==> config.mk <==
export PLATFORM = sky130hd
export DESIGN_NAME = cmd_sequencer
export DESIGN_NICKNAME = d
export VERILOG_FILES = /design/src/qsim_pkg.sv /design/src/cmd_sequencer.sv
export SDC_FILE = /design/constraint.sdc
export NUM_CORES = 1
export LEC_CHECK = 0
export BUFFER_PORTS_ARGS = -buffer_cell sky130_fd_sc_hd__buf_4
export CAP_MARGIN = 20
export CELL_PAD_IN_SITES_DETAIL_PLACEMENT = 0
export CELL_PAD_IN_SITES_GLOBAL_PLACEMENT = 1
export CORE_ASPECT_RATIO = 1.5
export CORE_UTILIZATION = 42
export CTS_BUF_LIST = sky130_fd_sc_hd__clkbuf_8 sky130_fd_sc_hd__clkbuf_16
export DETAILED_ROUTE_END_ITERATION = 12
export PLACE_DENSITY_LB_ADDON = 0.1
export SLEW_MARGIN = 20
export SYNTH_ARGS = -nofsm -noshare
export SYNTH_HDL_FRONTEND = slang
export SYNTH_SLANG_ARGS = --single-unit
==> constraint.sdc <==
create_clock -name clk -period 8.1 [get_ports clk]
set_clock_uncertainty 0.15 [all_clocks]
set_input_delay 1.62 -clock clk [delete_from_list [all_inputs] [get_ports clk]]
set_output_delay 1.62 -clock clk [all_outputs]
set_load 0.03 [all_outputs]
==> src/qsim_pkg.sv <==
package qsim_pkg;

    localparam int CMD_ADDR_W = 8;  // 64-bit read words.
    localparam int ENV_ADDR_W = 10; // One sample per 32-bit word.

    // Zero ends the program, so a cleared command memory stops at once.
    localparam logic [1:0] OP_END   = 2'd0;
    localparam logic [1:0] OP_PULSE = 2'd1;
    localparam logic [1:0] OP_WAIT  = 2'd2;

    typedef struct packed {
        logic [1:0]          op;
        logic signed [15:0]  amp;
        logic [ENV_ADDR_W-1:0] env_addr;
        logic [7:0]          env_len;   // 0 means 256 samples.
        logic [23:0]         phase_inc;
        logic [3:0]          pad;
    } pulse_cmd_t;

    typedef struct packed {
        logic [1:0]  op;
        logic [29:0] pad;
        logic [31:0] delay;
    } ctrl_cmd_t;

    // Op sits in the top two bits of both views.
    typedef union packed {
        pulse_cmd_t pulse;
        ctrl_cmd_t  ctrl;
    } cmd_word_t;

endpackage

==> src/cmd_sequencer.sv <==
`timescale 1ns/100ps

module cmd_sequencer import qsim_pkg::*; #(
    parameter int CMD_LATENCY = 2
) (
    input  logic                  clk,
    input  logic                  rst_n,
    input  logic                  stb_start,
    input  logic [31:0]           nshot,
    input  logic [63:0]           cmd_data,
    input  logic                  fetch_busy,
    input  logic                  pipe_empty,
    output logic [CMD_ADDR_W-1:0] cmd_addr,
    output logic                  pulse_stb,
    output logic signed [15:0]    pulse_amp,
    output logic [ENV_ADDR_W-1:0] pulse_env_addr,
    output logic [7:0]            pulse_env_len,
    output logic [23:0]           pulse_phase_inc,
    output logic                  busy,
    output logic                  done
);

    localparam int LAT_W = $clog2(CMD_LATENCY + 1);

    localparam logic [2:0] S_IDLE   = 3'd0;
    localparam logic [2:0] S_READ   = 3'd1;
    localparam logic [2:0] S_LAT    = 3'd2;
    localparam logic [2:0] S_DECODE = 3'd3;
    localparam logic [2:0] S_DELAY  = 3'd4;
    localparam logic [2:0] S_DRAIN  = 3'd5;

    logic [2:0]       state;
    logic [LAT_W-1:0] lat_cnt;
    logic [31:0]      delay_cnt;
    logic [31:0]      shot_cnt;
    logic [31:0]      shot_last;
    logic             issue;
    cmd_word_t        cmd;

    assign cmd   = cmd_data;
    assign issue = (state == S_DECODE) && (cmd.pulse.op == OP_PULSE) && !fetch_busy;

    always_ff @(posedge clk) begin
        if (!rst_n) begin
            state     <= S_IDLE;
            cmd_addr  <= '0;
            lat_cnt   <= '0;
            delay_cnt <= '0;
            shot_cnt  <= '0;
            shot_last <= '0;
            pulse_stb <= 1'b0;
            busy      <= 1'b0;
            done      <= 1'b0;
        end else begin
            pulse_stb <= issue;
            done      <= 1'b0;
            case (state)
                S_IDLE: if (stb_start) begin
                    busy      <= 1'b1;
                    cmd_addr  <= '0;
                    shot_cnt  <= '0;
                    shot_last <= (nshot == 32'd0) ? 32'd0 : nshot - 32'd1;
                    state     <= S_READ;
                end
                S_READ: begin // Address is presented this cycle.
                    lat_cnt <= LAT_W'(1);
                    state   <= (CMD_LATENCY == 1) ? S_DECODE : S_LAT;
                end
                S_LAT: begin
                    if (lat_cnt == LAT_W'(CMD_LATENCY - 1)) state <= S_DECODE;
                    lat_cnt <= lat_cnt + LAT_W'(1);
                end
                S_DECODE: begin
                    case (cmd.pulse.op)
                        OP_PULSE: if (issue) begin // Held here while the fetch is busy.
                            cmd_addr <= cmd_addr + CMD_ADDR_W'(1);
                            state    <= S_READ;
                        end
                        OP_WAIT: begin
                            delay_cnt <= cmd.ctrl.delay;
                            cmd_addr  <= cmd_addr + CMD_ADDR_W'(1);
                            state     <= S_DELAY;
                        end
                        default: begin // END, and the unused op code.
                            if (shot_cnt == shot_last) begin
                                state <= S_DRAIN;
                            end else begin
                                shot_cnt <= shot_cnt + 32'd1;
                                cmd_addr <= '0;
                                state    <= S_READ;
                            end
                        end
                    endcase
                end
                S_DELAY: begin
                    if (delay_cnt <= 32'd1) state <= S_READ;
                    delay_cnt <= delay_cnt - 32'd1;
                end
                S_DRAIN: if (pipe_empty) begin
                    done  <= 1'b1;
                    busy  <= 1'b0;
                    state <= S_IDLE;
                end
                default: state <= S_IDLE;
            endcase
        end
    end

    always_ff @(posedge clk) begin
        if (issue) begin
            pulse_amp       <= cmd.pulse.amp;
            pulse_env_addr  <= cmd.pulse.env_addr;
            pulse_env_len   <= cmd.pulse.env_len;
            pulse_phase_inc <= cmd.pulse.phase_inc;
        end
    end

    // The fetch stage must have finished its reads before the next pulse.
    no_stb_while_fetching: assert property (
        @(posedge clk) disable iff (!rst_n) !(pulse_stb && fetch_busy)
    ) else $error("cmd_sequencer: pulse issued while envelope fetch busy");

endmodule

==> results.py <==
metrics = {
    "setup_path": {
        "critPathArrivalTime_ps": 3830,
        "reg2reg_depth": 7,
        "cp-end-kind": "flip-flop",
        "cp-endpoint": "delay_cnt[17]",
        "cp_max_fo": 30,
        "crit_required_ps": 8260,
        "reg2reg_setup_slack_ps": 4990,
        "reg2reg_from": "state[1]",
        "start_kind": "primary input",
        "critPathKind": "primary input to flip-flop",
        "r2r-end": "delay_cnt[17]",
        "crit_start": "cmd_data[62]",
    },
    "timing": {
        "finalSetupViolations": 0,
        "fin_hold_ws_ps": 308.7,
        "min_period_ps": 3671,
        "tightestPinTransition_ps": 1039,
        "fin_setup_tns_ps": 0,
        "hold_viol": 0,
        "layout_worst_path_cycle_share_pct": 45.32,
        "maxSlewHeadroom_pct": 30.56,
        "max_freq_mhz": 272.4,
        "drv_slew": 0,
        "rsz0062_at_grt": "no",
        "fin_ws_ps": 4429,
    },
    "cells_and_area": {
        "diodes": 0,
        "layout-drive-gt1-share_pct": 24.00,
        "final_common_cell": "buf_4",
        "nets": 1093,
        "final_cells": 1248,
        "area.growth.synth_to_final_pct": 25.67,
        "mostFrequentLayoutCells": "173 x buf_4, 112 x dfxtp_1, 95 x nand2_1",
    },
    "drt": {
        "remaining_drc_errors": 0,
        "wl_um": 19160,
        "first_pass_iters": 5,
        "vias_per_cell": 5.266,
        "ant_nets": 0,
        "dr.first_iter.drc_count": 300,
        "vias": 6572,
        "wl_per_cell_um": 15.35,
    },
    "clock_tree": {
        "numCtsBuffers": 17,
        "cts_resized": 0,
        "path_clk_slew_ps": 60,
        "cts_tree": "built",
        "clk_path_buf_depth": 2,
        "post_cts_buffers": 0,
        "cts.sinks": 170,
        "h-tree-depth": 4,
        "ctsHoldBuffers": 0,
        "cts_root_buf": "clkbuf_16",
        "clock_latency_ps": 430,
    },
    "synth": {
        "synth_nets": 937,
        "ys_seq_elements": 170,
        "ys_seq_area_share_pct": 50.23,
        "yosysUniqueCellTypes": 75,
        "netlist_instances": 827,
        "synth_flop_cell": "dfxtp_1",
        "async_flop_share_pct": 0,
        "synth_edf_count": 58,
        "ys_warn_count": 0,
        "synth_area_mm2": 0.007931,
        "avgSynthCellArea_um2": 9.591,
    },
    "place": {
        "gp_congestion": 0.8404,
        "pre_cts_slack_ps": 3720,
        "dp_cells": 1216,
        "hpwl_um": 13990,
        "portBuffers": 169,
    },
    "status": {
        "outcome": "finished clean",
    },
    "worst_hold_path": {
        "holdCritPathClass": "flip-flop to flip-flop",
        "min_delay_path_depth": 2,
    },
    "global_route": {
        "grt_pass1_wl_um": 30710,
        "grt-busiest-layer": "met2",
        "antenna_found_initial": 0,
        "grtUsageMet3_pct": 2.813,
        "gr-total-overflow": 0,
        "grt_max_degree": 60,
        "met1_usage_pct": 21.68,
        "grt_pass1_vias": 6110,
        "grt_usage_pct": 20.12,
        "met2_usage_pct": 38.63,
    },
    "pwr": {
        "internal_power_mw": 1.528,
        "pwr-share-clk_pct": 35.6,
        "max-vdd-ir-drop_v": 0.0001339,
        "switchingPower_mw": 0.6396,
        "power.share.sequential_pct": 45.9,
        "p_comb_share_pct": 18.5,
        "total_power_mw": 2.168,
        "power.leakage_nw": 3.669,
        "p_sw_share_pct": 29.51,
        "p_per_area_mw_per_mm2": 217.5,
    },
    "run": {
        "max-cap-violations": 0,
    },
    "floorplanning": {
        "die_w_um": 114.2,
        "start_util_pct": 42.76,
        "core-area_mm2": 0.01855,
        "dieArea_mm2": 0.01945,
        "rows": 61,
        "io_pins": 170,
        "die_h_um": 170.3,
    },
}
-- worst min path at each step --
stage | start | endpoint
final | shot_last[27] | shot_last[27]
after global routing | shot_last[30] | shot_last[30]
after floorplan | shot_last[26] | shot_last[26]
after CTS | shot_last[27] | shot_last[27]
after detailed placement | shot_last[27] | shot_last[27]
after global placement | shot_last[31] | shot_last[31]
-- sequential cells by signal (all words and copies together) (netlist names) --
register / flops
delay_cnt: 32
shot_cnt: 32
shot_last: 32
pulse_phase_inc: 24
pulse_amp: 16
pulse_env_addr: 10
cmd_addr: 8
pulse_env_len: 8
state: 3
lat_cnt: 2
busy: 1
done: 1
pulse_stb: 1
-- worst max-delay path: stages --
cell      delay, ps
buf_4           120
inv_1            50
ha_1            220
nand2_1         630
nand2_1         600
a21bo_2         270
a221oi_1        240
nor2b_1          70
-- cell families after synthesis --
family / Yosys count / share of synthesized area, %
AND/OR/NAND/NOR: 313 / 20.63
AO/OA/AOI/OAI: 206 / 16.88
flip-flops: 170 / 50.23
XOR/XNOR: 65 / 7.178
buffers and inverters: 59 / 3.013
adder cells (fa/ha/maj): 9 / 1.420
multiplexers: 5 / 0.6468
-- synth_stat cells (all sizes together), types with 6 or more instances --
cell type / n / share of area, %
dfxtp: 112 / 28
nand2: 95 / 4.5
o21ai: 61 / 3.8
edfxtp: 58 / 22
xnor2: 57 / 6.3
nor2: 56 / 2.8
a21oi: 54 / 3.5
nor3: 29 / 2.2
clkbuf: 26 / 1.3
nand3: 25 / 1.6
inv: 22 / 1.0
or3: 21 / 1.8
a21boi: 19 / 1.8
nand4: 18 / 1.5
nor4: 16 / 1.7
and3: 11 / 0.87
buf: 11 / 0.68
o311ai: 10 / 1.3
a31o: 9 / 0.99
ha: 9 / 1.4
or4: 9 / 0.90
a31oi: 8 / 0.63
and2: 8 / 0.63
xor2: 8 / 0.88
a211oi: 6 / 0.57
-- routing by layer --
metal | wire, µm | part of all wire (%)
met5 | 0 | 0
met4 | 436 | 2.3
met3 | 640 | 3.3
met2 | 10360 | 54
met1 | 7730 | 40
-- layout make-up --
cell class | count | area [µm²]
clock buffers | 17 | 425.4
fillers | 1751 | 8579
well taps | 252 | 315.3
multi-input cells | 598 | 3724
clock inverters | 15 | 126.4
inverters | 22 | 82.58
flip-flops and latches | 170 | 3984
repair buffers | 174 | 1310
-- stage by stage --
| stage | instance area [µm²] | util [%] |
|---|---|---|
| floorplan | 7931 | - |
| global placement | 9394 | 50.65 |
| detailed placement | 9405 | 50.71 |
| CTS | 9957 | 53.69 |
| global route | 9967 | 53.74 |
| finish | 9967 | 53.74 |
-- power groups by stage --
stage / Combinational [mW] / Sequential, mW / Clock (mW)
2_1_floorplan: 0.265 / 1.01 / 0
3_3_place_gp: 0.400 / 1.01 / 0
3_5_place_dp: 0.405 / 1.01 / 0
4_1_cts: 0.406 / 0.995 / 0.792
5_1_grt: 0.449 / 1.00 / 0.826
6_report: 0.401 / 0.994 / 0.773
Note: power is estimated with default switching activity, not from simulation.
