<file path="src/qsim_pkg.sv">
package qsim_pkg;

    localparam int CMD_ADDR_W = 8;  // 64-bit read words.
    localparam int ENV_ADDR_W = 10; // One sample per 32-bit word.

    // Zero ends the program, so a cleared command memory stops at once.
    localparam logic [1:0] OP_END   = 2'd0;
    localparam logic [1:0] OP_PULSE = 2'd1;
    localparam logic [1:0] OP_WAIT  = 2'd2;

    typedef struct packed {
        logic [1:0]          op;
        logic signed [15:0]  amp;
        logic [ENV_ADDR_W-1:0] env_addr;
        logic [7:0]          env_len;   // 0 means 256 samples.
        logic [23:0]         phase_inc;
        logic [3:0]          pad;
    } pulse_cmd_t;

    typedef struct packed {
        logic [1:0]  op;
        logic [29:0] pad;
        logic [31:0] delay;
    } ctrl_cmd_t;

    // Op sits in the top two bits of both views.
    typedef union packed {
        pulse_cmd_t pulse;
        ctrl_cmd_t  ctrl;
    } cmd_word_t;

endpackage

</file>
<file path="src/env_fetch.sv">
`timescale 1ns/100ps

module env_fetch import qsim_pkg::*; #(
    parameter int ENV_LATENCY = 2
) (
    input  logic                  clk,
    input  logic                  rst_n,
    input  logic                  pulse_stb,
    input  logic signed [15:0]    pulse_amp,
    input  logic [ENV_ADDR_W-1:0] pulse_env_addr,
    input  logic [7:0]            pulse_env_len,
    input  logic [23:0]           pulse_phase_inc,
    input  logic signed [15:0]    env_data,
    output logic [ENV_ADDR_W-1:0] env_addr,
    output logic                  fetch_busy,
    output logic                  sample_valid,
    output logic signed [15:0]    sample,
    output logic                  sample_first,
    output logic signed [15:0]    sample_amp,
    output logic [23:0]           sample_phase_inc,
    output logic                  pipe_empty
);

    logic        active;
    logic [8:0]  remain;
    logic        first_q;
    logic signed [15:0] amp_q;
    logic [23:0] inc_q;

    logic [ENV_LATENCY-1:0] v_pipe;
    logic [ENV_LATENCY-1:0] f_pipe;
    logic signed [15:0]     amp_pipe [ENV_LATENCY];
    logic [23:0]            inc_pipe [ENV_LATENCY];

    always_ff @(posedge clk) begin
        if (!rst_n) begin
            active   <= 1'b0;
            remain   <= '0;
            env_addr <= '0;
            first_q  <= 1'b0;
            v_pipe   <= '0;
            f_pipe   <= '0;
        end else begin
            v_pipe[0] <= active;
            f_pipe[0] <= active & first_q;
            for (int i = 1; i < ENV_LATENCY; i++) begin
                v_pipe[i] <= v_pipe[i-1];
                f_pipe[i] <= f_pipe[i-1];
            end
            if (pulse_stb) begin
                active   <= 1'b1;
                env_addr <= pulse_env_addr;
                remain   <= (pulse_env_len == 8'd0) ? 9'd256 : {1'b0, pulse_env_len};
                first_q  <= 1'b1;
            end else if (active) begin
                env_addr <= env_addr + ENV_ADDR_W'(1); // Wraps at the top of memory.
                remain   <= remain - 9'd1;
                first_q  <= 1'b0;
                if (remain == 9'd1) active <= 1'b0;
            end
        end
    end

    // Pulse parameters ride along with each read.
    always_ff @(posedge clk) begin
        if (pulse_stb) begin
            amp_q <= pulse_amp;
            inc_q <= pulse_phase_inc;
        end
        amp_pipe[0] <= amp_q;
        inc_pipe[0] <= inc_q;
        for (int i = 1; i < ENV_LATENCY; i++) begin
            amp_pipe[i] <= amp_pipe[i-1];
            inc_pipe[i] <= inc_pipe[i-1];
        end
    end

    assign fetch_busy       = active;
    assign sample_valid     = v_pipe[ENV_LATENCY-1];
    assign sample_first     = f_pipe[ENV_LATENCY-1];
    assign sample           = env_data;
    assign sample_amp       = amp_pipe[ENV_LATENCY-1];
    assign sample_phase_inc = inc_pipe[ENV_LATENCY-1];
    assign pipe_empty       = !active && (v_pipe == '0); // No read in flight.

endmodule

</file>
<file path="config.mk">
export PLATFORM = sky130hd
export DESIGN_NAME = env_fetch
export DESIGN_NICKNAME = d
export VERILOG_FILES = /design/src/qsim_pkg.sv /design/src/env_fetch.sv
export SDC_FILE = /design/constraint.sdc
export NUM_CORES = 1
export LEC_CHECK = 0
export BUFFER_PORTS_ARGS = -buffer_cell sky130_fd_sc_hd__buf_2
export CELL_PAD_IN_SITES_DETAIL_PLACEMENT = 0
export CELL_PAD_IN_SITES_GLOBAL_PLACEMENT = 2
export CORE_MARGIN = 2
export CORE_UTILIZATION = 34
export CTS_BUF_LIST = sky130_fd_sc_hd__clkbuf_4 sky130_fd_sc_hd__clkbuf_8
export CTS_CLUSTER_SIZE = 10
export DETAILED_ROUTE_END_ITERATION = 7
export GPL_TIMING_DRIVEN = 0
export HOLD_SLACK_MARGIN = 0.1
export MAX_ROUTING_LAYER = met4
export PLACE_DENSITY_LB_ADDON = 0.15
export SLEW_MARGIN = 20
export SYNTH_ARGS = -nofsm -noshare
export SYNTH_HDL_FRONTEND = slang
export SYNTH_SLANG_ARGS = --single-unit
</file>
<file path="constraint.sdc">
create_clock -name clk -period 2.21 [get_ports clk]
set_input_delay 0.221 -clock clk [delete_from_list [all_inputs] [get_ports clk]]
set_output_delay 0.221 -clock clk [all_outputs]
set_load 0.01 [all_outputs]
</file>
==> results of run 1 <==
state kept, by name (all words and copies together) (netlist names), 2 cells and up:
| signal | flops |
|---|---|
| amp_pipe | 32 |
| amp_q | 16 |
| env_addr | 10 |
| f_pipe | 2 |
| inc_pipe | 48 |
| inc_q | 24 |
| remain | 9 |
| v_pipe | 2 |
routing by layer:
layer | track usage, % | part of all wire, % | vias up
met2 | 19.0 | 48 | 87
li1 | - | - | 1452
met1 | 14.0 | 44 | 1326
met5 | - | 0 | -
met3 | 4.63 | 5.8 | 13
met4 | 6.25 | 1.7 | 0
cell usage in the layout (no fill, tap or decap), types with 4 or more instances in the layout:
master | Yosys | routed
sky130_fd_sc_hd__xnor2_1 | 5 | 5
sky130_fd_sc_hd__clkbuf_1 | 5 | 5
sky130_fd_sc_hd__inv_6 | 0 | 4
sky130_fd_sc_hd__nor3_1 | 5 | 5
sky130_fd_sc_hd__o21ai_0 | 13 | 13
sky130_fd_sc_hd__nand2b_1 | 8 | 8
sky130_fd_sc_hd__clkbuf_8 | 0 | 17
sky130_fd_sc_hd__nand2_1 | 10 | 10
sky130_fd_sc_hd__bufinv_16 | 0 | 4
sky130_fd_sc_hd__inv_1 | 4 | 4
sky130_fd_sc_hd__buf_2 | 2 | 131
sky130_fd_sc_hd__dfxtp_1 | 105 | 105
sky130_fd_sc_hd__a31oi_1 | 7 | 7
sky130_fd_sc_hd__nand4_1 | 5 | 5
sky130_fd_sc_hd__edfxtp_1 | 40 | 40
sky130_fd_sc_hd__dlygate4sd3_1 | 0 | 53
sky130_fd_sc_hd__and2_1 | 5 | 5
sky130_fd_sc_hd__o311a_1 | 4 | 4
sky130_fd_sc_hd__buf_4 | 56 | 57
sky130_fd_sc_hd__o21a_1 | 6 | 6
per-stage QoR:
step	TNS (ns)	cell area [um^2]
2_1_floorplan	0	4470
3_3_place_gp	-0.0518	5340
3_5_place_dp	0	5340
4_1_cts	0	6310
5_1_grt	0	6310
6_report	0	6310
area by class of cell:
class	count	area [um^2]
Tap cell	172	215
Clock buffer	18	241
Multi-Input combinational cell	104	699
Buffer	64	453
Fill cell	1177	6410
Sequential cell	145	3300
Timing Repair Buffer	183	1180
Inverter	4	15.0
Clock inverter	14	203
report_power, final:
part	internal, mW	leakage, nW	switching (mW)
Clock	1.26	0.216	1.02
Sequential	2.94	1.27	0.0667
Combinational	0.299	1.28	0.204
what timing repair did:
| item | in CTS | in global routing |
|---|---|---|
| gates resized for setup | 0 | 0 |
| hold buffers | 53 | 0 |
| hold endpoints to repair | 52 | 0 |
worst max path at each step:
stage / from / endpoint / slack (ns) / cells past startpoint
after CTS: fetch_busy / pipe_empty / 0.31 / 4
after global routing: fetch_busy / pipe_empty / 0.21 / 4
after floorplan: fetch_busy / remain[7] / 0.55 / 4
final: fetch_busy / pipe_empty / 0.38 / 4
after detailed placement: pulse_stb / env_addr[7] / 0.31 / 5
after global placement: pulse_stb / env_addr[7] / -0.05 / 5
cells by family after synthesis:
kind of cell             after synthesis  share of synthesized area (%)
multiplexers                           1                          0.224
adder cells (fa/ha/maj)                3                          0.840
AND/OR/NAND/NOR                       51                           6.80
flip-flops                           145                           73.9
XOR/XNOR                               6                           1.18
buffers and inverters                 68                           10.5
AO/OA/AOI/OAI                         43                           6.61
worst min-delay path, delay by kind of cell:
kind	cells	cell delay, ns
simple gates	2	0.14
compound gates	1	0.07
buf+inv	1	0.09
==> flow_results.org, run 1 <==
** Status
- Outcome :: finished, final reports clean

** Global route
- The number of global-route vias before repair was around 2700.
- First-pass GRT wire length :: 12900 um
- Across every metal layer, demand over resource in global routing totals 12.3%.
- The number of antenna violations at the first check in global routing was 0.
- Largest net degree at the start of global routing :: 49
- Aggregate global routing overflow :: 0

** Routing
- Final antenna-violating net count :: 0
- Final WL :: 8180 um
- Post-DR wirelength/cell :: 11.6 um
- Using the TritonRoute via totals, the vias-per-cell ratio works out to 4.09.
- The detailed router placed 2878 vias in this run.
- In the routed design, unresolved DRC markers number 0.
- The first detailed-routing pass took 4 iterations.
- For this block, the initial DRC count from the detailed router was between 100 and 150.

** Worst setup path
- Together, buffers and inverters on the worst path number 3.
- Walking the worst path, the cells encountered are buf_2 -> buf_1 -> nor3_1 -> buf_2.
- Arr. time, crit path :: 1.61 ns
- Worst flop-to-flop path startpoint :: fetch_busy
- Critical Path Start Type :: register
- CP Capture Type :: output pin
- The setup path with the least slack is of type reg -> out.
- The worst register-to-register path ends at env_addr[9].
- STA puts the critical path data required time at 1.99 ns.
- Measured in cells, the most critical reg-to-reg path has a length of 4.
- Slowest cell delay on critical path :: 0.39 ns
- Grouping stages by cell kind, the critical path spends the most delay in buffers and inverters.
- By instance count, the cell type seen most on the critical path is sky130_fd_sc_hd__buf_2.
- Register-to-Register Setup Slack :: 0.46 ns
- The largest individual stage delay along the critical path comes from the cell sky130_fd_sc_hd__buf_1.
- In this run the worst path has a maximum fanout of 10.

** CTS
- The H-tree was split into 4 levels.
- The tree built by TritonCTS fans out to 145 sinks.
- Clock insertion delay at the later pin of the skew report :: 0.43 ns
- Buffer depth of the longest clock path :: 2
- Clock tree synthesis inserted a total of 17 buffers.
- After clock tree synthesis, the clock-pin slew on the worst setup and hold paths is 0.08 ns.
- Root buffer cell :: sky130_fd_sc_hd__clkbuf_8
- After clock tree synthesis, the setup repair step added 0 buffers.
- Clock tree from TritonCTS :: yes

** Placed design
- Global placer's final weighted congestion :: approximately 0.75
- After legalization and detailed placement, the total HPWL measured 5390 um.
- Setup slack after placement :: 0.312 ns
- # port buffers :: 130
- Cell count after placement :: 619

** Synth
- Counting flops with a built-in enable in the synthesized netlist gives 40.
- Synth Warn # :: 0
- Total nets after synthesis :: 397
- Count of distinct cell types in the synthesized netlist :: 38
- Mean instance size in the synthesized netlist :: approximately 14 um^2
- Area share of the leading cell type in the synthesized netlist :: 47.0%
- Of all flip-flops after synthesis, the portion carrying an async set or reset was 0%.
- FF+latch count, synth :: 145
- Sorting the synthesized cells by area gives the leading types as sky130_fd_sc_hd__dfxtp_1 (47%), sky130_fd_sc_hd__edfxtp_1 (27%), sky130_fd_sc_hd__buf_4 (9.4%).
- Most numerous cell types in the synthesized netlist :: sky130_fd_sc_hd__dfxtp_1 (105), sky130_fd_sc_hd__buf_4 (56), sky130_fd_sc_hd__edfxtp_1 (40), sky130_fd_sc_hd__o21ai_0 (13), sky130_fd_sc_hd__nand2_1 (10)
- Dominant register cell in the synthesized netlist :: sky130_fd_sc_hd__dfxtp_1
- Combined area of all synthesized cells :: 0.00447 mm^2
- The biggest area contributor in the post-synthesis netlist is sky130_fd_sc_hd__dfxtp_1.
- Count leader, synth :: sky130_fd_sc_hd__dfxtp_1
- Seq/Total Area, Yosys :: 73.9%
- Counting every instance in the synthesized netlist gives 317.

** Worst hold path
- Cell depth of the worst min-delay path :: 4
- Tightest Hold Check Type :: in -> reg
- The worst hold path begins at pulse_env_len[7].
- Worst Hold End :: remain[8]

** Power and ir drop
- IR analysis of the VDD net gives a maximum drop of just over 0.0003 V.
- The analysis attributes to cell leakage a power of 2.77 nW.
- Final Power :: 5.79 mW
- Total power density per cell area :: 917 mW/mm^2

** STA
- Setup violations remaining at the end of the flow were counted as 0.
- Timing would allow up to 0.545 GHz.
- For the pin with the worst max-slew slack, the measured transition is 0.646 ns.
- The number of hold violations in the final report was 0.
- Worst-case hold slack :: 0.138 ns
- Measured against its own limit, the worst slew margin works out to between 50% and 60%.
- The routed design could run at a clock period as short as ~1.8 ns.
- The number of pins with negative max-slew slack in the final report came to 0.
- Clock skew on the completed layout was measured at about 0.0076 ns.
- Unrepaired setup endpoints after global routing :: no
- Once routing completed, OpenROAD measured the worst setup slack at approximately 0.38 ns.
- The worst path uses 83.0% of the clock period.

** Layout
- From synthesis to final layout, the design area changed by 41.2%.
- The number of antenna diodes in the final layout is 0.
- Core utilization of the finished layout :: 49.6%
- In the final design database the tool counted 599 nets.
- The finished layout holds 704 standard cells, fillers aside.
- Of the cells placed in the final design, the portion with a size suffix greater than 1 is between 40 and 50%.

** Floorplanning
- Num rows :: 41
- Die boundary height :: 119 um
- Die boundary width :: approximately 120 um
- Once the floorplan was initialized, standard cells occupied 35.1% of the core.
- The floorplan step defined a die boundary enclosing 0.0141 mm^2.
- Top-level I/O count :: about 150
- The total area inside the core boundary comes to 0.0127 mm^2.

** Flow run
- Max-cap violations in this run came to 0.
No activity file was read; power rests on OpenSTA's default activity.
==> run 2: changes to the inputs <==
==> constraint.sdc (replaced) <==
create_clock -name clk -period 1.7 [get_ports clk]
set_input_delay 0.17 -clock clk [delete_from_list [all_inputs] [get_ports clk]]
set_output_delay 0.17 -clock clk [all_outputs]
set_load 0.01 [all_outputs]
==> run 2 against run 1 <==
Net effect:
- clock skew grew 0.0010 ns
- final area up 1.5%
- clock power rose by 30%
- first-iteration DRC count is 1.5% higher
- core utilization grew 0.73 points
- sequential power increased by 30%
- worst hold slack gained 0.0028 ns
- combinational power is 33% higher
- wire length is 0.95% higher
- register-to-register slack got worse by 0.41 ns
- via count increased by 1.6%
- setup slack worse by 0.32 ns
- critical path type is now reg -> reg
- critical endpoint is now remain[7]
==> flow_results.org, run 2 (synthesis gave the netlist of run 1 again) <==
** Floorplanning
- The die width came to 119 um (unchanged).
- The overall die area was 0.0141 mm^2 (unchanged).
- Die boundary height :: 119 um (unchanged)
- Starting Density :: 35.1% (unchanged)
- The core outline area is 0.0127 mm^2 (unchanged).
- Top-level I/O count :: 147 (unchanged)
- The number of core rows is 41 (unchanged).

** Power and ir drop
- The total design power was 7.54 mW (was 5.79 mW).
- The sequential power share is 51.8% (was 51.9%).
- Leakage power total :: 2.81 nW (was 2.77 nW)
- The net load switching power came to 1.68 mW (was 1.29 mW).
- The combinational group share of total power was 8.9% (was 8.7%).
- Net Sw Frac :: 22.2% (was 22.3%)
- Peak supply drop :: 0.000401 V (was 0.000309 V)
- The internal portion of total power is 5.86 mW (was 4.50 mW).
- Clk network pwr share :: 39.3% (was 39.4%)
- The areal power density over the cells came to 1180 mW/mm^2 (was 917 mW/mm^2).

** Status
- Outcome: finished, final reports clean (unchanged).

** STA
- # setup viols final :: 0 (unchanged)
- The normalized max-slew margin was 56.4% (was 57.0%).
- The worst-case setup margin in the final layout was 0.0536 ns (was 0.376 ns).
- Setup tns final :: 0 ns (unchanged)
- The number of pins with negative max-slew slack in the final report came to 0 (unchanged).
- The worst hold margin came to 0.141 ns (was 0.138 ns).
- The setup clock skew after layout came to 0.00858 ns (was 0.00757 ns).
- Share of the clock period used by the worst path after layout :: between 90% and 100%
- Based on the critical path, the design can be clocked at up to ~0.61 GHz.
- Counting I/O delays and the setup requirement, the final critical path takes about 1.6 ns.
- Count of endpoints failing hold in the final timing report :: 0 (unchanged)
- The actual slew at the worst max-slew pin was 0.653 ns (was 0.646 ns).

** Worst setup path
- The path type of the worst setup path was reg -> reg (was reg -> out).
- The maximum net fanout on the critical path is 7 (was 10).
- Worst EP required :: 2.05 ns (was 1.99 ns)
- The worst reg2reg path startpoint was remain[2] (was fetch_busy).
- Arr. time, crit path :: 2.00 ns (was 1.61 ns)
- The number of cells on the worst reg-to-reg path is 4 (unchanged).
- The nature of the critical path endpoint is a register (was output pin).
- The worst flop-to-flop path endpoint was remain[7] (was env_addr[9]).
- Slowest CP cell :: sky130_fd_sc_hd__or4_1 (was sky130_fd_sc_hd__buf_1)
- The worst setup slack for register-to-register paths came to 0.05 ns (was 0.46 ns).
- Crit-path leading delay family :: simple AND/OR/NAND/NOR gates (was buffers and inverters)
- Worst path cell trace: or4_1 -> buf_2 -> or4_1 -> a31oi_1 (was buf_2 -> buf_1 -> nor3_1 -> buf_2).
- The number of buffer and inverter stages on the critical path was 1 (was 3).
- Critical Path Start Type :: register (unchanged)
- The most common cell type on the critical path is sky130_fd_sc_hd__or4_1 (was sky130_fd_sc_hd__buf_2).
- The critical path's largest stage delay is 0.50 ns (was 0.39 ns).

** Layout
- Net count of the finished layout :: 608 (was 599)
- Number of standard cells in the final layout excluding fillers :: 713 (was 704)
- The growth of design area from synthesis to finish was 43.3% (was 41.2%).
- Fill cell instance count of the final layout :: 1175 (was 1177)
- Top library cells by usage in the layout, fill and taps aside: sky130_fd_sc_hd__buf_2 (131), sky130_fd_sc_hd__dfxtp_1 (104), sky130_fd_sc_hd__buf_4 (60), sky130_fd_sc_hd__dlygate4sd3_1 (60), sky130_fd_sc_hd__edfxtp_1 (40) (was sky130_fd_sc_hd__buf_2 (131), sky130_fd_sc_hd__dfxtp_1 (105), sky130_fd_sc_hd__buf_4 (57)).
- The final instance area was 0.00641 mm^2 (was 0.00631 mm^2).
- Core utilization of the finished layout :: 50.4% (was 49.6%)
- The leading cell type in the layout, fill and taps excluded is sky130_fd_sc_hd__buf_2 (unchanged).
- The register with the most flip-flops is inc_pipe (unchanged).
- The number of diodes added for antenna fixing is 0 (unchanged).
- The flip-flop count of the largest register after layout is 48 (unchanged).
- Regs by FF count :: inc_pipe (48), amp_pipe (32), inc_q (24) (unchanged)
- Fraction of layout cells with a size suffix above 1 :: 42.3% (was 42.1%)

** Routing
- The number of vias in the routed layout is 2923 (was 2878).
- Number of optimization iterations in the first detailed-route pass :: 4 (unchanged)
- Remaining routing DRC violations :: 0 (unchanged)
- Number of violations reported at the end of detailed-routing iteration 0 :: 137 (was 135)
- The total wire length after detailed routing is 8250 um (was 8180 um).
- The antenna violation net count after detailed routing is 0 (unchanged).
- The via density per instance came to 4.10 (was 4.09).
- Post-DR wirelength/cell :: 11.6 um (about the same)

** CTS
- The number of buffers on the longest clock path came to 2 (unchanged).
- The buffer cell driving the clock tree root was sky130_fd_sc_hd__clkbuf_8 (unchanged).
- The TritonCTS clock tree is yes (unchanged).
- Clock transition at the registers of the reported paths :: 0.08 ns (about the same)
- Number of sinks handled by clock tree synthesis :: 145 (unchanged)
- Number of buffers created by CTS :: 17 (unchanged)
- H-tree depth reported by CTS :: 4 (unchanged)
- The clock insertion delay at the later pin of the skew report was 0.43 ns (about the same).

** Global route
- The number of global-route vias before repair came to 2710 (was 2689).
- The largest net degree at the start of global routing was 49 (unchanged).
- Global Route Usage Sum :: 12.4% (was 12.3%)
- First-pass GRT wire length :: 13000 um (was 12900 um)
- Aggregate global routing overflow :: 0 (unchanged)
- The number of antenna violations at the first check in global routing came to 0 (unchanged).

** Worst hold path
- The instance count along the most critical hold path came to 4 (unchanged).
- The launch point of the worst hold path is pulse_env_len[0] (was pulse_env_len[7]).
- The class of the tightest hold or removal check is in -> reg (unchanged).
- The worst hold endpoint was remain[0] (was remain[8]).

** Placed design
- The placed cell area was 0.00534 mm^2 (unchanged).
- Global placer's final weighted congestion :: 0.754 (unchanged)
- Cell count after placement :: 619 (unchanged)
- # port buffers :: 130 (unchanged)
- The post-DP HPWL came to 5390 um (unchanged).
- The worst slack at placement came to -0.147 ns (was 0.312 ns).

** Flow run
- Max capacitance violation total :: 0 (unchanged)
## run 2: worst max path at each step
stage,start,to,slack [ns],cells after the start
6_report,remain[2],remain[7],0.05,4
3_5_place_dp,pulse_stb,env_addr[7],-0.15,5
4_1_cts,remain[2],remain[7],0.03,4
3_3_place_gp,pulse_stb,env_addr[7],-0.51,5
5_1_grt,remain[2],remain[7],-0.0002,4
2_1_floorplan,fetch_busy,remain[7],0.04,4
## run 2: metal layers
metal  global-route usage [%]  wire length (um)
met4                     6.25               131
met2                     19.3              4030
met5                        -                 0
met3                     4.44               485
met1                     14.0              3600
## run 2: area by class of cell
cell class	count	area (um^2)	area share (%)
clock inverters	14	203	3.16
plain buffers	64	457	7.13
multi-input cells	104	702	11.0
well taps	172	215	3.36
flip-flops and latches	145	3300	51.6
repair buffers	192	1270	19.8
clock buffers	18	241	3.77
inverters	4	15.0	0.234
## run 2: what timing repair did
item,in CTS,in global routing
setup buffers,2,0
pin swaps,1,0
resized for setup,3,1
hold buffers,60,0
endpoints found under the hold margin,59,0
endpoints found under the setup margin,3,1
## run 2: power groups by stage
stage	clock network (mW)	registers, mW	logic (mW)
finish	2.97	3.91	0.669
floorplan	0	3.97	0.319
detailed placement	0	3.99	0.567
global route	3.21	3.94	0.732
global placement	0	3.98	0.560
CTS	3.06	3.91	0.682
## run 2: tightest hold or removal path: cells and delay by family
| kind | cells | cell delay, ns |
|---|---|---|
| compound gates | 1 | 0.04 |
| simple gates | 2 | 0.22 |
| buf+inv | 1 | 0.10 |
