File: config.mk
export PLATFORM = sky130hd
export DESIGN_NAME = pulse_mixer
export DESIGN_NICKNAME = d
export VERILOG_FILES = /design/src/pulse_mixer.sv
export SDC_FILE = /design/constraint.sdc
export NUM_CORES = 1
export LEC_CHECK = 0
export BUFFER_PORTS_ARGS = -buffer_cell sky130_fd_sc_hd__buf_2
export CORE_MARGIN = 3
export CORE_UTILIZATION = 55
export CTS_CLUSTER_DIAMETER = 120
export DETAILED_ROUTE_END_ITERATION = 6
export GPL_TIMING_DRIVEN = 0
export HOLD_SLACK_MARGIN = 0.05
export PLACE_DENSITY = 0.73
export SYNTH_ARGS = -nofsm -noshare
export SYNTH_HDL_FRONTEND = slang
export SYNTH_SLANG_ARGS = --single-unit
export TNS_END_PERCENT = 10
File: constraint.sdc
create_clock -name clk -period 9.3 [get_ports clk]
set_input_delay 1.86 -clock clk [delete_from_list [all_inputs] [get_ports clk]]
set_output_delay 1.86 -clock clk [all_outputs]
set_load 0.01 [all_outputs]
File: src/pulse_mixer.sv
`timescale 1ns/100ps

module pulse_mixer #(
    parameter int SHIFT = 15
) (
    input  logic               clk,
    input  logic               rst_n,
    input  logic               sample_valid,
    input  logic signed [15:0] sample,
    input  logic               sample_first,
    input  logic signed [15:0] sample_amp,
    input  logic [23:0]        sample_phase_inc,
    output logic [15:0]        dac,
    output logic               dac_valid,
    output logic               mixer_idle
);

    logic [23:0]        phase_acc;
    logic [23:0]        phase;
    logic signed [31:0] prod;
    logic signed [31:0] scaled;
    logic [15:0]        level;

    // Phase of the current sample, restarted at the first sample of a pulse.
    assign phase  = sample_first ? 24'd0 : phase_acc;
    assign prod   = sample * sample_amp;
    assign scaled = prod >>> SHIFT;
    assign level  = scaled[15:0]; // Plain cut, no saturation.

    always_ff @(posedge clk) begin
        if (!rst_n) begin
            phase_acc  <= '0;
            dac_valid  <= 1'b0;
            mixer_idle <= 1'b1;
        end else begin
            dac_valid  <= sample_valid;
            mixer_idle <= !sample_valid;
            if (sample_valid) phase_acc <= phase + sample_phase_inc;
        end
    end

    // Upper half of the phase turn inverts the carrier.
    always_ff @(posedge clk) begin
        if (sample_valid) begin
            dac <= phase[23] ? -level : level;
        end
    end

    // A phase restart only comes with a sample.
    first_with_valid: assert property (
        @(posedge clk) disable iff (!rst_n) sample_first |-> sample_valid
    ) else $error("pulse_mixer: first flag without a valid sample");

endmodule

==> run summary, run 1 <==
GLOBAL ROUTE
------------------------------------------------------------------------------------
Grt met3 use                                                                   4.13%
Number of global-route vias before repair                                      10200
First-pass GRT wire length                                                  50500 um
Global routing usage summed across all routing layers                          26.5%
GRT met2 Usage                                                                 44.6%
Total overflow reported by the global router                                       0
Layer with the highest usage after global routing                               met2
Pin count of the biggest net entering global routing                              18
Initial antenna violation count                                                    0
GR Layer Usage met1                                                            33.6%

PLACED DESIGN
------------------------------------------------------------------------------------
Routability Congestion                                                         0.976
Port bufs                                                                         77
Worst slack at placement                                                   -0.378 ns
HPWL reported at the end of detailed placement                              25500 um

DETAILED ROUTING
------------------------------------------------------------------------------------
Average wire per standard cell                                               17.6 um
Total DRC errors in the routed layout                                              0
Iteration-0 DRC Markers                                                          663
Number of vias per cell after detailed routing                                  5.53
Overall routed net length                                                   30100 um
First-pass iteration count of the detailed router                                  5
Via total after detailed routing                                                9434
Post-detailed-route count of antenna-violating nets                                0

SYNTH
------------------------------------------------------------------------------------
Syn nets                                                                        1760
Simple logic cell fraction of the synthesized area                             17.2%
Post-Syn Area                                                            0.0124 mm^2
Number of enable flip-flop cells after synthesis                                  16
Compound-gate portion of the synthesized area                                  7.90%
Most common flop cell mapped by yosys                                   sky130_fd_sc_hd__dfxtp_1
Main combinational cell family by area after synthesis                   adder cells
Area share of xor/xnor cells in the synthesized design                         4.16%
Synth Area in Adders                                                           51.7%
Share of flip-flops with an asynchronous set or reset after synthesis             0%
Average footprint of a synthesized cell                                    9.20 um^2
Share of the synthesized area in the top cell type                             41.5%
Synth Warn #                                                                       0
Cell types with the largest area share after synthesis                  sky130_fd_sc_hd__fa_1 (41%), sky130_fd_sc_hd__ha_1 (10%), sky130_fd_sc_hd__inv_1 (8.7%), sky130_fd_sc_hd__and2_1 (6.3%), sky130_fd_sc_hd__nand2_1 (4.5%)
Cell accounting for the most synthesized area                           sky130_fd_sc_hd__fa_1
Unique masters post-synth                                                         66
Synthesized instance count                                                      1343
Multiplexer area fraction after synthesis                                     0.982%
Register area share after synthesis                                            8.10%
Register bit total from synthesis                                                 42

TIMING
------------------------------------------------------------------------------------
Setup repair after global routing missed its margin                               no
Hold violation total from the final report                                         0
Slew margin rel.                                                               38.8%
Period minus WS final                                                        9.06 ns
Worst Max-Slew Pin Slew                                                     0.918 ns
Worst clock skew on the final layout                                      0.00934 ns
Final hold slack                                                            0.477 ns
Maximum clock frequency                                                      110 MHz
Fraction of the cycle the final worst path needs                               97.4%
Final WS setup                                                              0.238 ns
Setup violation total in the final timing report                                   0
Total count of max-transition violations in the final report                       0

DIE
------------------------------------------------------------------------------------
Vert. Die Dim                                                                 156 um
Number of placed I/O pins                                                         78
Std-Cell Rows                                                                     54
Initial cell density of the core                                               56.3%
Core outline area                                                        0.0220 mm^2
Horizontal die dimension                                                      156 um
Die Outline Area                                                         0.0243 mm^2

CTS
------------------------------------------------------------------------------------
CTS tree                                                                         yes
Maximum root-to-sink buffer count                                                  2
Total number of H-tree levels                                                      2
Worst skew pair latency                                                      0.29 ns
Sinks on Clock Net                                                                42
CTS root buf                                                            sky130_fd_sc_hd__clkbuf_16
Number of CTS-inserted buffers                                                     5
Clock transition at the registers of the reported paths                      0.07 ns
Hold-fix buffer count after cts                                                    0

WORST SETUP PATH
------------------------------------------------------------------------------------
CP cell instances                                                       buf_2 -> clkbuf_1 -> nand2_1 -> fa_1 -> inv_1 -> fa_1 -> fa_1 -> fa_1 -> fa_1 -> inv_1 -> fa_1 -> inv_1 -> ha_1 -> a21oi_1 -> o21ai_0 -> a221o_1 -> a311oi_4 -> nor2_2 -> or3_4 -> a21oi_2 -> mux2_2 -> o31ai_4 -> xnor3_1
Category of the worst setup path launch point                             input port
Critical path fanouts, max                                                        10
Critical Path AT                                                             9.09 ns
CP delay by family, top                                                  adder cells
Delay contributed by the slowest stage of the critical path                  0.55 ns
Critical Path RT                                                             9.33 ns
Endpoint type of the worst setup path                                       register
Slowest-stage cell, CP                                                  sky130_fd_sc_hd__fa_1
Crit-path most repeated cell                                            sky130_fd_sc_hd__fa_1
Setup Crit Path Kind                                                    input port to register
Buffers and inverters on the worst path                                            5

MIN PATH
------------------------------------------------------------------------------------
Worst hold-check path type                                              register to register

LAYOUT
------------------------------------------------------------------------------------
Number of nets in the layout                                                    1842
Ratio of cells with drive above 1 in the final layout                          7.78%
Most common library cell in the layout ignoring fill and taps           sky130_fd_sc_hd__inv_1
Top library cells by usage in the layout, fill and taps aside           sky130_fd_sc_hd__inv_1 (283), sky130_fd_sc_hd__fa_1 (255), sky130_fd_sc_hd__nand2_1 (148), sky130_fd_sc_hd__and2_1 (125), sky130_fd_sc_hd__ha_1 (101)
P&R area growth vs syn                                                         7.42%
Diode insertion count for antenna repair                                           0
Finished Core Util                                                             60.5%

FLOW RUN
------------------------------------------------------------------------------------
Max-capacitance violation count                                                    0

STATUS
------------------------------------------------------------------------------------
Run status                                                                 completed

-- stage by stage --
step	cell area (um^2)	TNS, ns	std cells
2_1_floorplan	12400	0	1343
3_3_place_gp	13100	-0.273	1700
3_5_place_dp	13100	-0.378	1700
4_1_cts	13200	0	1707
5_1_grt	13300	0	1706
6_report	13300	0	1706
-- synthesized netlist by cell type (16+ instances only) --
| library cell | count |
|---|---|
| sky130_fd_sc_hd__a21o_1 | 20 |
| sky130_fd_sc_hd__a21oi_1 | 33 |
| sky130_fd_sc_hd__and2_1 | 125 |
| sky130_fd_sc_hd__clkbuf_1 | 41 |
| sky130_fd_sc_hd__dfxtp_1 | 26 |
| sky130_fd_sc_hd__edfxtp_1 | 16 |
| sky130_fd_sc_hd__fa_1 | 256 |
| sky130_fd_sc_hd__ha_1 | 101 |
| sky130_fd_sc_hd__inv_1 | 285 |
| sky130_fd_sc_hd__nand2_1 | 148 |
| sky130_fd_sc_hd__nor2_1 | 30 |
| sky130_fd_sc_hd__nor2b_1 | 43 |
| sky130_fd_sc_hd__o21ai_0 | 19 |
| sky130_fd_sc_hd__xnor2_1 | 41 |
-- worst min-delay path, stage by stage (launching register included) --
cell                      delay (ns)
sky130_fd_sc_hd__dfxtp_1        0.31
sky130_fd_sc_hd__nand3_1        0.07
sky130_fd_sc_hd__nand2_1        0.05
-- layer usage --
| layer | routed length [um] | part of all wire (%) |
|---|---|---|
| met4 | 1630 | 5.4 |
| met1 | 11900 | 40 |
| met3 | 1660 | 5.5 |
| met5 | 0 | 0 |
| met2 | 14900 | 49 |
-- kinds of logic (layout without fill, tap and decap cells) --
kind of cell	count (synthesis)	after routing
AO/OA/AOI/OAI	141	141
XOR/XNOR	55	55
adder cells (fa/ha/maj)	357	357
buffers and inverters	327	410
flip-flops	42	42
multiplexers	12	12
AND/OR/NAND/NOR	409	409
-- timing repair --
item                                    4_1_cts  5_1_grt
pin swaps                                     0        1
buffers inserted                              0        7
resized for setup                             1       10
endpoints found under the setup margin        1        1
-- state kept, by name, summed over array words and instances (netlist names) --
signal and cells:
mixer_idle 1, dac_valid 1, dac 16, phase_acc 24
-- worst paths after layout --
kind | endpoint | slack (ns) | start | depth (start not counted)
min | phase_acc[20] | 0.48 | phase_acc[20] | 2
max reg2reg | phase_acc[23] | 6.24 | phase_acc[11] | 11
min reg2reg | phase_acc[20] | 0.48 | phase_acc[20] | 2
max | dac[15] | 0.24 | sample_amp[8] | 23
-- cell type report --
type | count | area (um^2)
Buffer | 33 | 128
Fill cell | 1910 | 8680
Clock buffer | 6 | 129
Sequential cell | 42 | 1000
Timing Repair Buffer | 84 | 438
Clock inverter | 2 | 8.76
Tap cell | 280 | 350
Multi-Input combinational cell | 974 | 10100
Inverter | 285 | 1080
Power of run 1 is left out: the tool's default activity adds up to more than one toggle a clock period on the data nets, which glitch-free logic cannot reach.
==> run 2: changes to the inputs <==
--- a/config.mk
+++ b/config.mk
@@ -12,7 +12,8 @@
 export DETAILED_ROUTE_END_ITERATION = 6
 export GPL_TIMING_DRIVEN = 0
 export HOLD_SLACK_MARGIN = 0.05
-export PLACE_DENSITY = 0.73
+export PLACE_DENSITY_LB_ADDON = 0.3
+export SKIP_LAST_GASP = 1
 export SYNTH_ARGS = -nofsm -noshare
 export SYNTH_HDL_FRONTEND = slang
 export SYNTH_SLANG_ARGS = --single-unit
==> constraint.sdc (replaced) <==
create_clock -name clk -period 11.2 [get_ports clk]
set_input_delay 2.24 -clock clk [delete_from_list [all_inputs] [get_ports clk]]
set_output_delay 2.24 -clock clk [all_outputs]
set_load 0.01 [all_outputs]
==> run summary, run 2 (synthesis results as in run 1) <==
STATUS
----------------------------------------------------------------------------
Run status                                                         completed   unchanged

DIE
----------------------------------------------------------------------------
Number of placed I/O pins                                                 78   unchanged
Die Outline Area                                                 0.0243 mm^2   unchanged
Std-Cell Rows                                                             54   unchanged
Initial cell density of the core                                       56.3%   unchanged
Vert. Die Dim                                                         156 um   unchanged
Horizontal die dimension                                              156 um   unchanged
Core outline area                                                0.0220 mm^2   unchanged

WORST SETUP PATH
----------------------------------------------------------------------------
Slowest-stage cell, CP                                          sky130_fd_sc_hd__fa_1   unchanged
CP delay by family, top                                          adder cells   unchanged
Critical Path AT                                                     9.78 ns   was 9.09 ns
Crit-path most repeated cell                                    sky130_fd_sc_hd__fa_1   unchanged
Category of the worst setup path launch point                     input port   unchanged
Delay contributed by the slowest stage of the critical path          0.57 ns   was 0.55 ns
Critical path fanouts, max                                                10   unchanged
Flop-to-flop setup slack                                             8.20 ns   was 6.24 ns
Launch instance of the worst register-to-register path          phase_acc[1]   was phase_acc[11]
Endpoint type of the worst setup path                               register   unchanged
Destination of the worst register-to-register timing path       phase_acc[23]   unchanged
Buffers and inverters on the worst path                                    5   unchanged
Setup Crit Path Kind                                            input port to register   unchanged
Worst r2r path cells                                                      13   was 11
CP cell instances                                               buf_2 -> clkbuf_1 -> nand2_1 -> inv_1 -> fa_1 -> inv_1 -> fa_1 -> inv_1 -> fa_1 -> fa_1 -> fa_1 -> fa_1 -> ha_1 -> and3_1 -> a221o_1 -> a311oi_2 -> nor2_2 -> or3_4 -> a21oi_2 -> mux2_2 -> o31ai_4 -> xnor3_1   was buf_2 -> clkbuf_1 -> nand2_1 -> fa_1 -> inv_1 -> fa_1 -> fa_1 -> fa_1 -> fa_1 -> inv_1 -> fa_1 -> inv_1 -> ha_1 -> a21oi_1 -> o21ai_0 -> a221o_1 -> a311oi_4 -> nor2_2 -> or3_4 -> a21oi_2 -> mux2_2 -> o31ai_4 -> xnor3_1
Critical Path RT                                                    11.23 ns   was 9.33 ns

LAYOUT
----------------------------------------------------------------------------
Finished Core Util                                                     60.3%   was 60.5%
Top library cells by usage in the layout, fill and taps aside   sky130_fd_sc_hd__inv_1 (285), sky130_fd_sc_hd__fa_1 (256), sky130_fd_sc_hd__nand2_1 (148), sky130_fd_sc_hd__and2_1 (125), sky130_fd_sc_hd__ha_1 (101)   was sky130_fd_sc_hd__inv_1 (283), sky130_fd_sc_hd__fa_1 (255), sky130_fd_sc_hd__nand2_1 (148), sky130_fd_sc_hd__and2_1 (125), sky130_fd_sc_hd__ha_1 (101)
P&R area growth vs syn                                                 7.07%   was 7.42%
Layout fillers                                                          1946   was 1910
Number of nets in the layout                                            1844   was 1842
Most common library cell in the layout ignoring fill and taps   sky130_fd_sc_hd__inv_1   unchanged
Largest registers                                               phase_acc: 24 flops, dac: 16 flops   unchanged
Ratio of cells with drive above 1 in the final layout                  6.93%   was 7.78%
Diode insertion count for antenna repair                                   0   unchanged
Largest Register                                                   phase_acc   unchanged
Final cell count without fillers                                        1708   was 1706
Number of flip-flops in the largest register                              24   unchanged

DETAILED ROUTING
----------------------------------------------------------------------------
Total DRC errors in the routed layout                                      0   unchanged
Overall routed net length                                           29700 um   was 30100 um
Post-detailed-route count of antenna-violating nets                        0   unchanged
Number of vias per cell after detailed routing                          5.49   was 5.53
Average wire per standard cell                                       17.4 um   was 17.6 um
First-pass iteration count of the detailed router                          5   unchanged
Iteration-0 DRC Markers                                                  547   was 663
Via total after detailed routing                                        9369   was 9434

CTS
----------------------------------------------------------------------------
Post-CTS setup repair buffer count                                         0   unchanged
CTS tree                                                                 yes   unchanged
Worst skew pair latency                                              0.29 ns   about the same
Clock transition at the registers of the reported paths              0.06 ns   was 0.07 ns
CTS root buf                                                    sky130_fd_sc_hd__clkbuf_16   unchanged
Maximum root-to-sink buffer count                                          2   unchanged
Sinks on Clock Net                                                        42   unchanged
Hold-fix buffer count after cts                                            0   unchanged
Total number of H-tree levels                                              2   unchanged
Number of CTS-inserted buffers                                             5   unchanged
Post_cts resized                                                           0   was 1

TIMING
----------------------------------------------------------------------------
Final hold slack                                                    0.473 ns   was 0.477 ns
Setup violation total in the final timing report                           0   unchanged
Worst Max-Slew Pin Slew                                             0.930 ns   was 0.918 ns
Setup repair after global routing missed its margin                       no   unchanged
Total count of max-transition violations in the final report               0   unchanged
Worst clock skew on the final layout                              0.00450 ns   was 0.00934 ns
Hold violation total from the final report                                 0   unchanged
Fraction of the cycle the final worst path needs                       87.0%
Period minus WS final                                                9.74 ns
Maximum clock frequency                                              103 MHz
Slew margin rel.                                                       38.0%   was 38.8%
Setup TNS                                                               0 ns   unchanged

GLOBAL ROUTE
----------------------------------------------------------------------------
Total overflow reported by the global router                               0   unchanged
Global routing usage summed across all routing layers                  25.9%   was 26.5%
Pin count of the biggest net entering global routing                      18   unchanged
Number of global-route vias before repair                              10200   about the same
First-pass GRT wire length                                          49600 um   was 50500 um
Initial antenna violation count                                            0   unchanged

PLACED DESIGN
----------------------------------------------------------------------------
HPWL reported at the end of detailed placement                      25100 um   was 25500 um
Cells after DPL                                                         1700   unchanged
Port bufs                                                                 77   unchanged
Routability Congestion                                                 0.951   was 0.976

MIN PATH
----------------------------------------------------------------------------
Hold Crit Start                                                 phase_acc[19]   was phase_acc[20]
Worst hold-check path type                                      register to register   unchanged
Capture endpoint of the worst hold path                         phase_acc[19]   was phase_acc[20]
Hold Path Cell Cnt                                                         1   was 2

FLOW RUN
----------------------------------------------------------------------------
Max-capacitance violation count                                            0   unchanged

## run 2: worst register-to-register path: cells and delay by family, from the launching register on
kind | cells | cell delay [ns]
adders and majority gates | 1 | 0.27
buffers and inverters | 1 | 0.06
AOI/OAI and AO/OA | 8 | 1.81
DFF | 1 | 0.32
xor gates and xnor gates | 1 | 0.14
and+or+nand+nor | 2 | 0.28
## run 2: final cells by class
cell class                      instances  area [um^2]  share of cell area, %
Sequential cell                        42         1000                   7.56
Multi-Input combinational cell        974        10100                   76.6
Buffer                                 42          158                   1.19
Tap cell                              280          350                   2.65
Clock buffer                            6          129                  0.974
Timing Repair Buffer                   77          385                   2.91
Clock inverter                          2         10.0                 0.0756
Inverter                              285         1070                   8.08
## run 2: worst max path at each step
stage	from	to	cells past startpoint
floorplan	sample[15]	dac[15]	24
global placement	sample[15]	dac[15]	22
detailed placement	sample_amp[1]	dac[15]	22
CTS	sample_amp[1]	dac[15]	22
global route	sample[15]	dac[15]	25
finish	sample_amp[1]	dac[15]	22
## run 2: stage by stage
stage	area (um^2)	worst slack (ns)
CTS	13200	1.45
global placement	13100	1.26
global route	13200	1.01
finish	13200	1.46
detailed placement	13100	1.15
floorplan	12400	2.21
## run 2: metal layers
layer  global-route usage (%)  share of wire (%)
met1                     32.9                 39
met2                     44.0                 49
met3                     4.19                6.3
met4                     11.5                5.5
met5                        0                  0
Power of run 2 is left out for the same reason.
==> run 3: changes to the inputs <==
--- a/config.mk
+++ b/config.mk
@@ -7,7 +7,7 @@
 export LEC_CHECK = 0
 export BUFFER_PORTS_ARGS = -buffer_cell sky130_fd_sc_hd__buf_2
 export CORE_MARGIN = 3
-export CORE_UTILIZATION = 55
+export CORE_UTILIZATION = 25
 export CTS_CLUSTER_DIAMETER = 120
 export DETAILED_ROUTE_END_ITERATION = 6
 export GPL_TIMING_DRIVEN = 0
==> constraint.sdc (replaced) <==
create_clock -name clk -period 8.9 [get_ports clk]
set_input_delay 0.89 -clock clk [delete_from_list [all_inputs] [get_ports clk]]
set_output_delay 0.89 -clock clk [all_outputs]
set_load 0.01 [all_outputs]
==> run summary, run 3 (synthesis results as in run 1) <==
WORST SETUP PATH
----------------------------------------------------------------------------
Worst r2r path cells                                                      11   was 13
Destination of the worst register-to-register timing path       phase_acc[23]   unchanged
Endpoint type of the worst setup path                               register   unchanged
Flop-to-flop setup slack                                             5.88 ns   was 8.20 ns
Setup Crit Path Kind                                            input port to register   unchanged
Critical Path RT                                                     8.91 ns   was 11.23 ns
Launch instance of the worst register-to-register path          phase_acc[11]   was phase_acc[1]
Critical path fanouts, max                                                10   unchanged
Critical Path AT                                                     8.61 ns   was 9.78 ns
Category of the worst setup path launch point                     input port   unchanged

LAYOUT
----------------------------------------------------------------------------
Number of nets in the layout                                            1843   was 1844
Top library cells by usage in the layout, fill and taps aside   sky130_fd_sc_hd__inv_1 (285), sky130_fd_sc_hd__fa_1 (256), sky130_fd_sc_hd__nand2_1 (148), sky130_fd_sc_hd__and2_1 (125), sky130_fd_sc_hd__ha_1 (101)   unchanged
Largest Register                                                   phase_acc   unchanged
Number of flip-flops in the largest register                              24   unchanged
Ratio of cells with drive above 1 in the final layout                  7.01%   was 6.93%
Most common library cell in the layout ignoring fill and taps   sky130_fd_sc_hd__inv_1   unchanged
Largest registers                                               phase_acc: 24 flops, dac: 16 flops   unchanged
Diode insertion count for antenna repair                                   0   unchanged
Finished layout cell area                                        0.0137 mm^2   was 0.0132 mm^2
P&R area growth vs syn                                                 10.9%   was 7.07%

CTS
----------------------------------------------------------------------------
Total number of H-tree levels                                              2   unchanged
Sinks on Clock Net                                                        42   unchanged
Hold-fix buffer count after cts                                            0   unchanged
Maximum root-to-sink buffer count                                          2   unchanged
CTS root buf                                                    sky130_fd_sc_hd__clkbuf_16   unchanged
Post_cts resized                                                           0   unchanged
CTS tree                                                                 yes   unchanged
Post-CTS setup repair buffer count                                         0   unchanged
Worst skew pair latency                                              0.28 ns   was 0.29 ns
Clock transition at the registers of the reported paths              0.06 ns   about the same
Number of CTS-inserted buffers                                             5   unchanged

TIMING
----------------------------------------------------------------------------
Maximum clock frequency                                              116 MHz
Setup violation total in the final timing report                           0   unchanged
Worst Max-Slew Pin Slew                                             0.871 ns   was 0.930 ns
Hold violation total from the final report                                 0   unchanged
Fraction of the cycle the final worst path needs                       96.6%
Worst clock skew on the final layout                              0.00812 ns   was 0.00450 ns
Slew margin rel.                                                       42.0%   was 38.0%
Setup TNS                                                               0 ns   unchanged
Total count of max-transition violations in the final report               0   unchanged
Final WS setup                                                      0.305 ns   was 1.46 ns
Setup repair after global routing missed its margin                       no   unchanged
Period minus WS final                                                8.60 ns

DETAILED ROUTING
----------------------------------------------------------------------------
Post-detailed-route count of antenna-violating nets                        0   unchanged
Total DRC errors in the routed layout                                      0   unchanged
Average wire per standard cell                                       16.5 um   was 17.4 um
First-pass iteration count of the detailed router                          5   unchanged
Via total after detailed routing                                        9143   was 9369
Iteration-0 DRC Markers                                                  428   was 547
Number of vias per cell after detailed routing                          4.39   was 5.49
Overall routed net length                                           34300 um   was 29700 um

MIN PATH
----------------------------------------------------------------------------
Worst hold-check path type                                      register to register   unchanged
Hold Path Cell Cnt                                                         2   was 1
Capture endpoint of the worst hold path                         phase_acc[20]   was phase_acc[19]
Hold Crit Start                                                 phase_acc[20]   was phase_acc[19]

GLOBAL ROUTE
----------------------------------------------------------------------------
Grt met3 use                                                           1.30%   was 4.19%
Initial antenna violation count                                            1   was 0
GRT met2 Usage                                                         23.8%   was 44.0%
Layer with the highest usage after global routing                       met2   unchanged
Total overflow reported by the global router                               0   unchanged
First-pass GRT wire length                                          55400 um   was 49600 um
Pin count of the biggest net entering global routing                      18   unchanged
Global routing usage summed across all routing layers                  13.3%   was 25.9%
GR Layer Usage met1                                                    17.6%   was 32.9%
Number of global-route vias before repair                              10000   was 10200

PLACED DESIGN
----------------------------------------------------------------------------
Port bufs                                                                 77   unchanged
Placed instance area                                             0.0136 mm^2   was 0.0131 mm^2
HPWL reported at the end of detailed placement                      29200 um   was 25100 um
Worst slack at placement                                          -0.0103 ns   was 1.15 ns
Routability Congestion                                                 0.883   was 0.951

DIE
----------------------------------------------------------------------------
Std-Cell Rows                                                             80   was 54
Core outline area                                                0.0482 mm^2   was 0.0220 mm^2
Horizontal die dimension                                              228 um   was 156 um
Vert. Die Dim                                                         228 um   was 156 um
Number of placed I/O pins                                                 78   unchanged
Initial cell density of the core                                       25.6%   was 56.3%
Die Outline Area                                                 0.0522 mm^2   was 0.0243 mm^2

STATUS
----------------------------------------------------------------------------
Run status                                                         completed   unchanged

FLOW RUN
----------------------------------------------------------------------------
Max-capacitance violation count                                            0   unchanged

-- run 3: cell type report --
| cell class | count | area [um^2] |
|---|---|---|
| Tap cell | 656 | 821 |
| Clock inverter | 1 | 5.00 |
| Clock buffer | 7 | 143 |
| Timing Repair Buffer | 77 | 385 |
| Inverter | 285 | 1070 |
| Fill cell | 5291 | 34500 |
| Sequential cell | 42 | 1000 |
| Multi-Input combinational cell | 974 | 10100 |
| Buffer | 41 | 155 |
-- run 3: how the worst max path moves through the flow --
| stage | startpoint | slack (ns) | endpoint |
|---|---|---|---|
| 2_1_floorplan | sample[15] | 1.26 | dac[15] |
| 4_1_cts | sample_amp[2] | 0.25 | dac[15] |
| 6_report | sample_amp[1] | 0.30 | dac[15] |
| 3_5_place_dp | sample_amp[2] | -0.01 | dac[15] |
| 3_3_place_gp | sample_amp[2] | -0.02 | dac[15] |
| 5_1_grt | sample_amp[1] | 0.006 | dac[15] |
-- run 3: metal layers --
layer	wire, um	part of all wire (%)
met5	4	0.012
met1	15400	45
met3	1210	3.5
met4	605	1.8
met2	17100	50
-- run 3: critical path: stages --
cell                       delay, ns
sky130_fd_sc_hd__buf_2          0.19
sky130_fd_sc_hd__clkbuf_1       0.49
sky130_fd_sc_hd__nand2_1        0.19
sky130_fd_sc_hd__inv_1          0.16
sky130_fd_sc_hd__fa_1           0.51
sky130_fd_sc_hd__inv_1          0.17
sky130_fd_sc_hd__fa_1           0.40
sky130_fd_sc_hd__inv_1          0.35
sky130_fd_sc_hd__fa_1           0.52
sky130_fd_sc_hd__fa_1           0.57
sky130_fd_sc_hd__fa_1           0.43
sky130_fd_sc_hd__fa_1           0.48
sky130_fd_sc_hd__ha_1           0.37
sky130_fd_sc_hd__and3_1         0.24
sky130_fd_sc_hd__a221o_1        0.33
sky130_fd_sc_hd__a311oi_2       0.54
sky130_fd_sc_hd__nor2_2         0.12
sky130_fd_sc_hd__or3_4          0.43
sky130_fd_sc_hd__a21oi_2        0.22
sky130_fd_sc_hd__mux2_2         0.40
sky130_fd_sc_hd__o31ai_4        0.20
sky130_fd_sc_hd__xnor3_1        0.38
-- run 3: through the flow --
step           util (%)  hold slack [ns]  instances
4_1_cts            28.4            0.469       2084
3_3_place_gp       28.1            0.457       2076
5_1_grt            28.4            0.486       2083
6_report           28.4            0.470       2083
2_1_floorplan         -            0.445       1343
3_5_place_dp       28.1            0.458       2076
Power of run 3 is left out for the same reason.
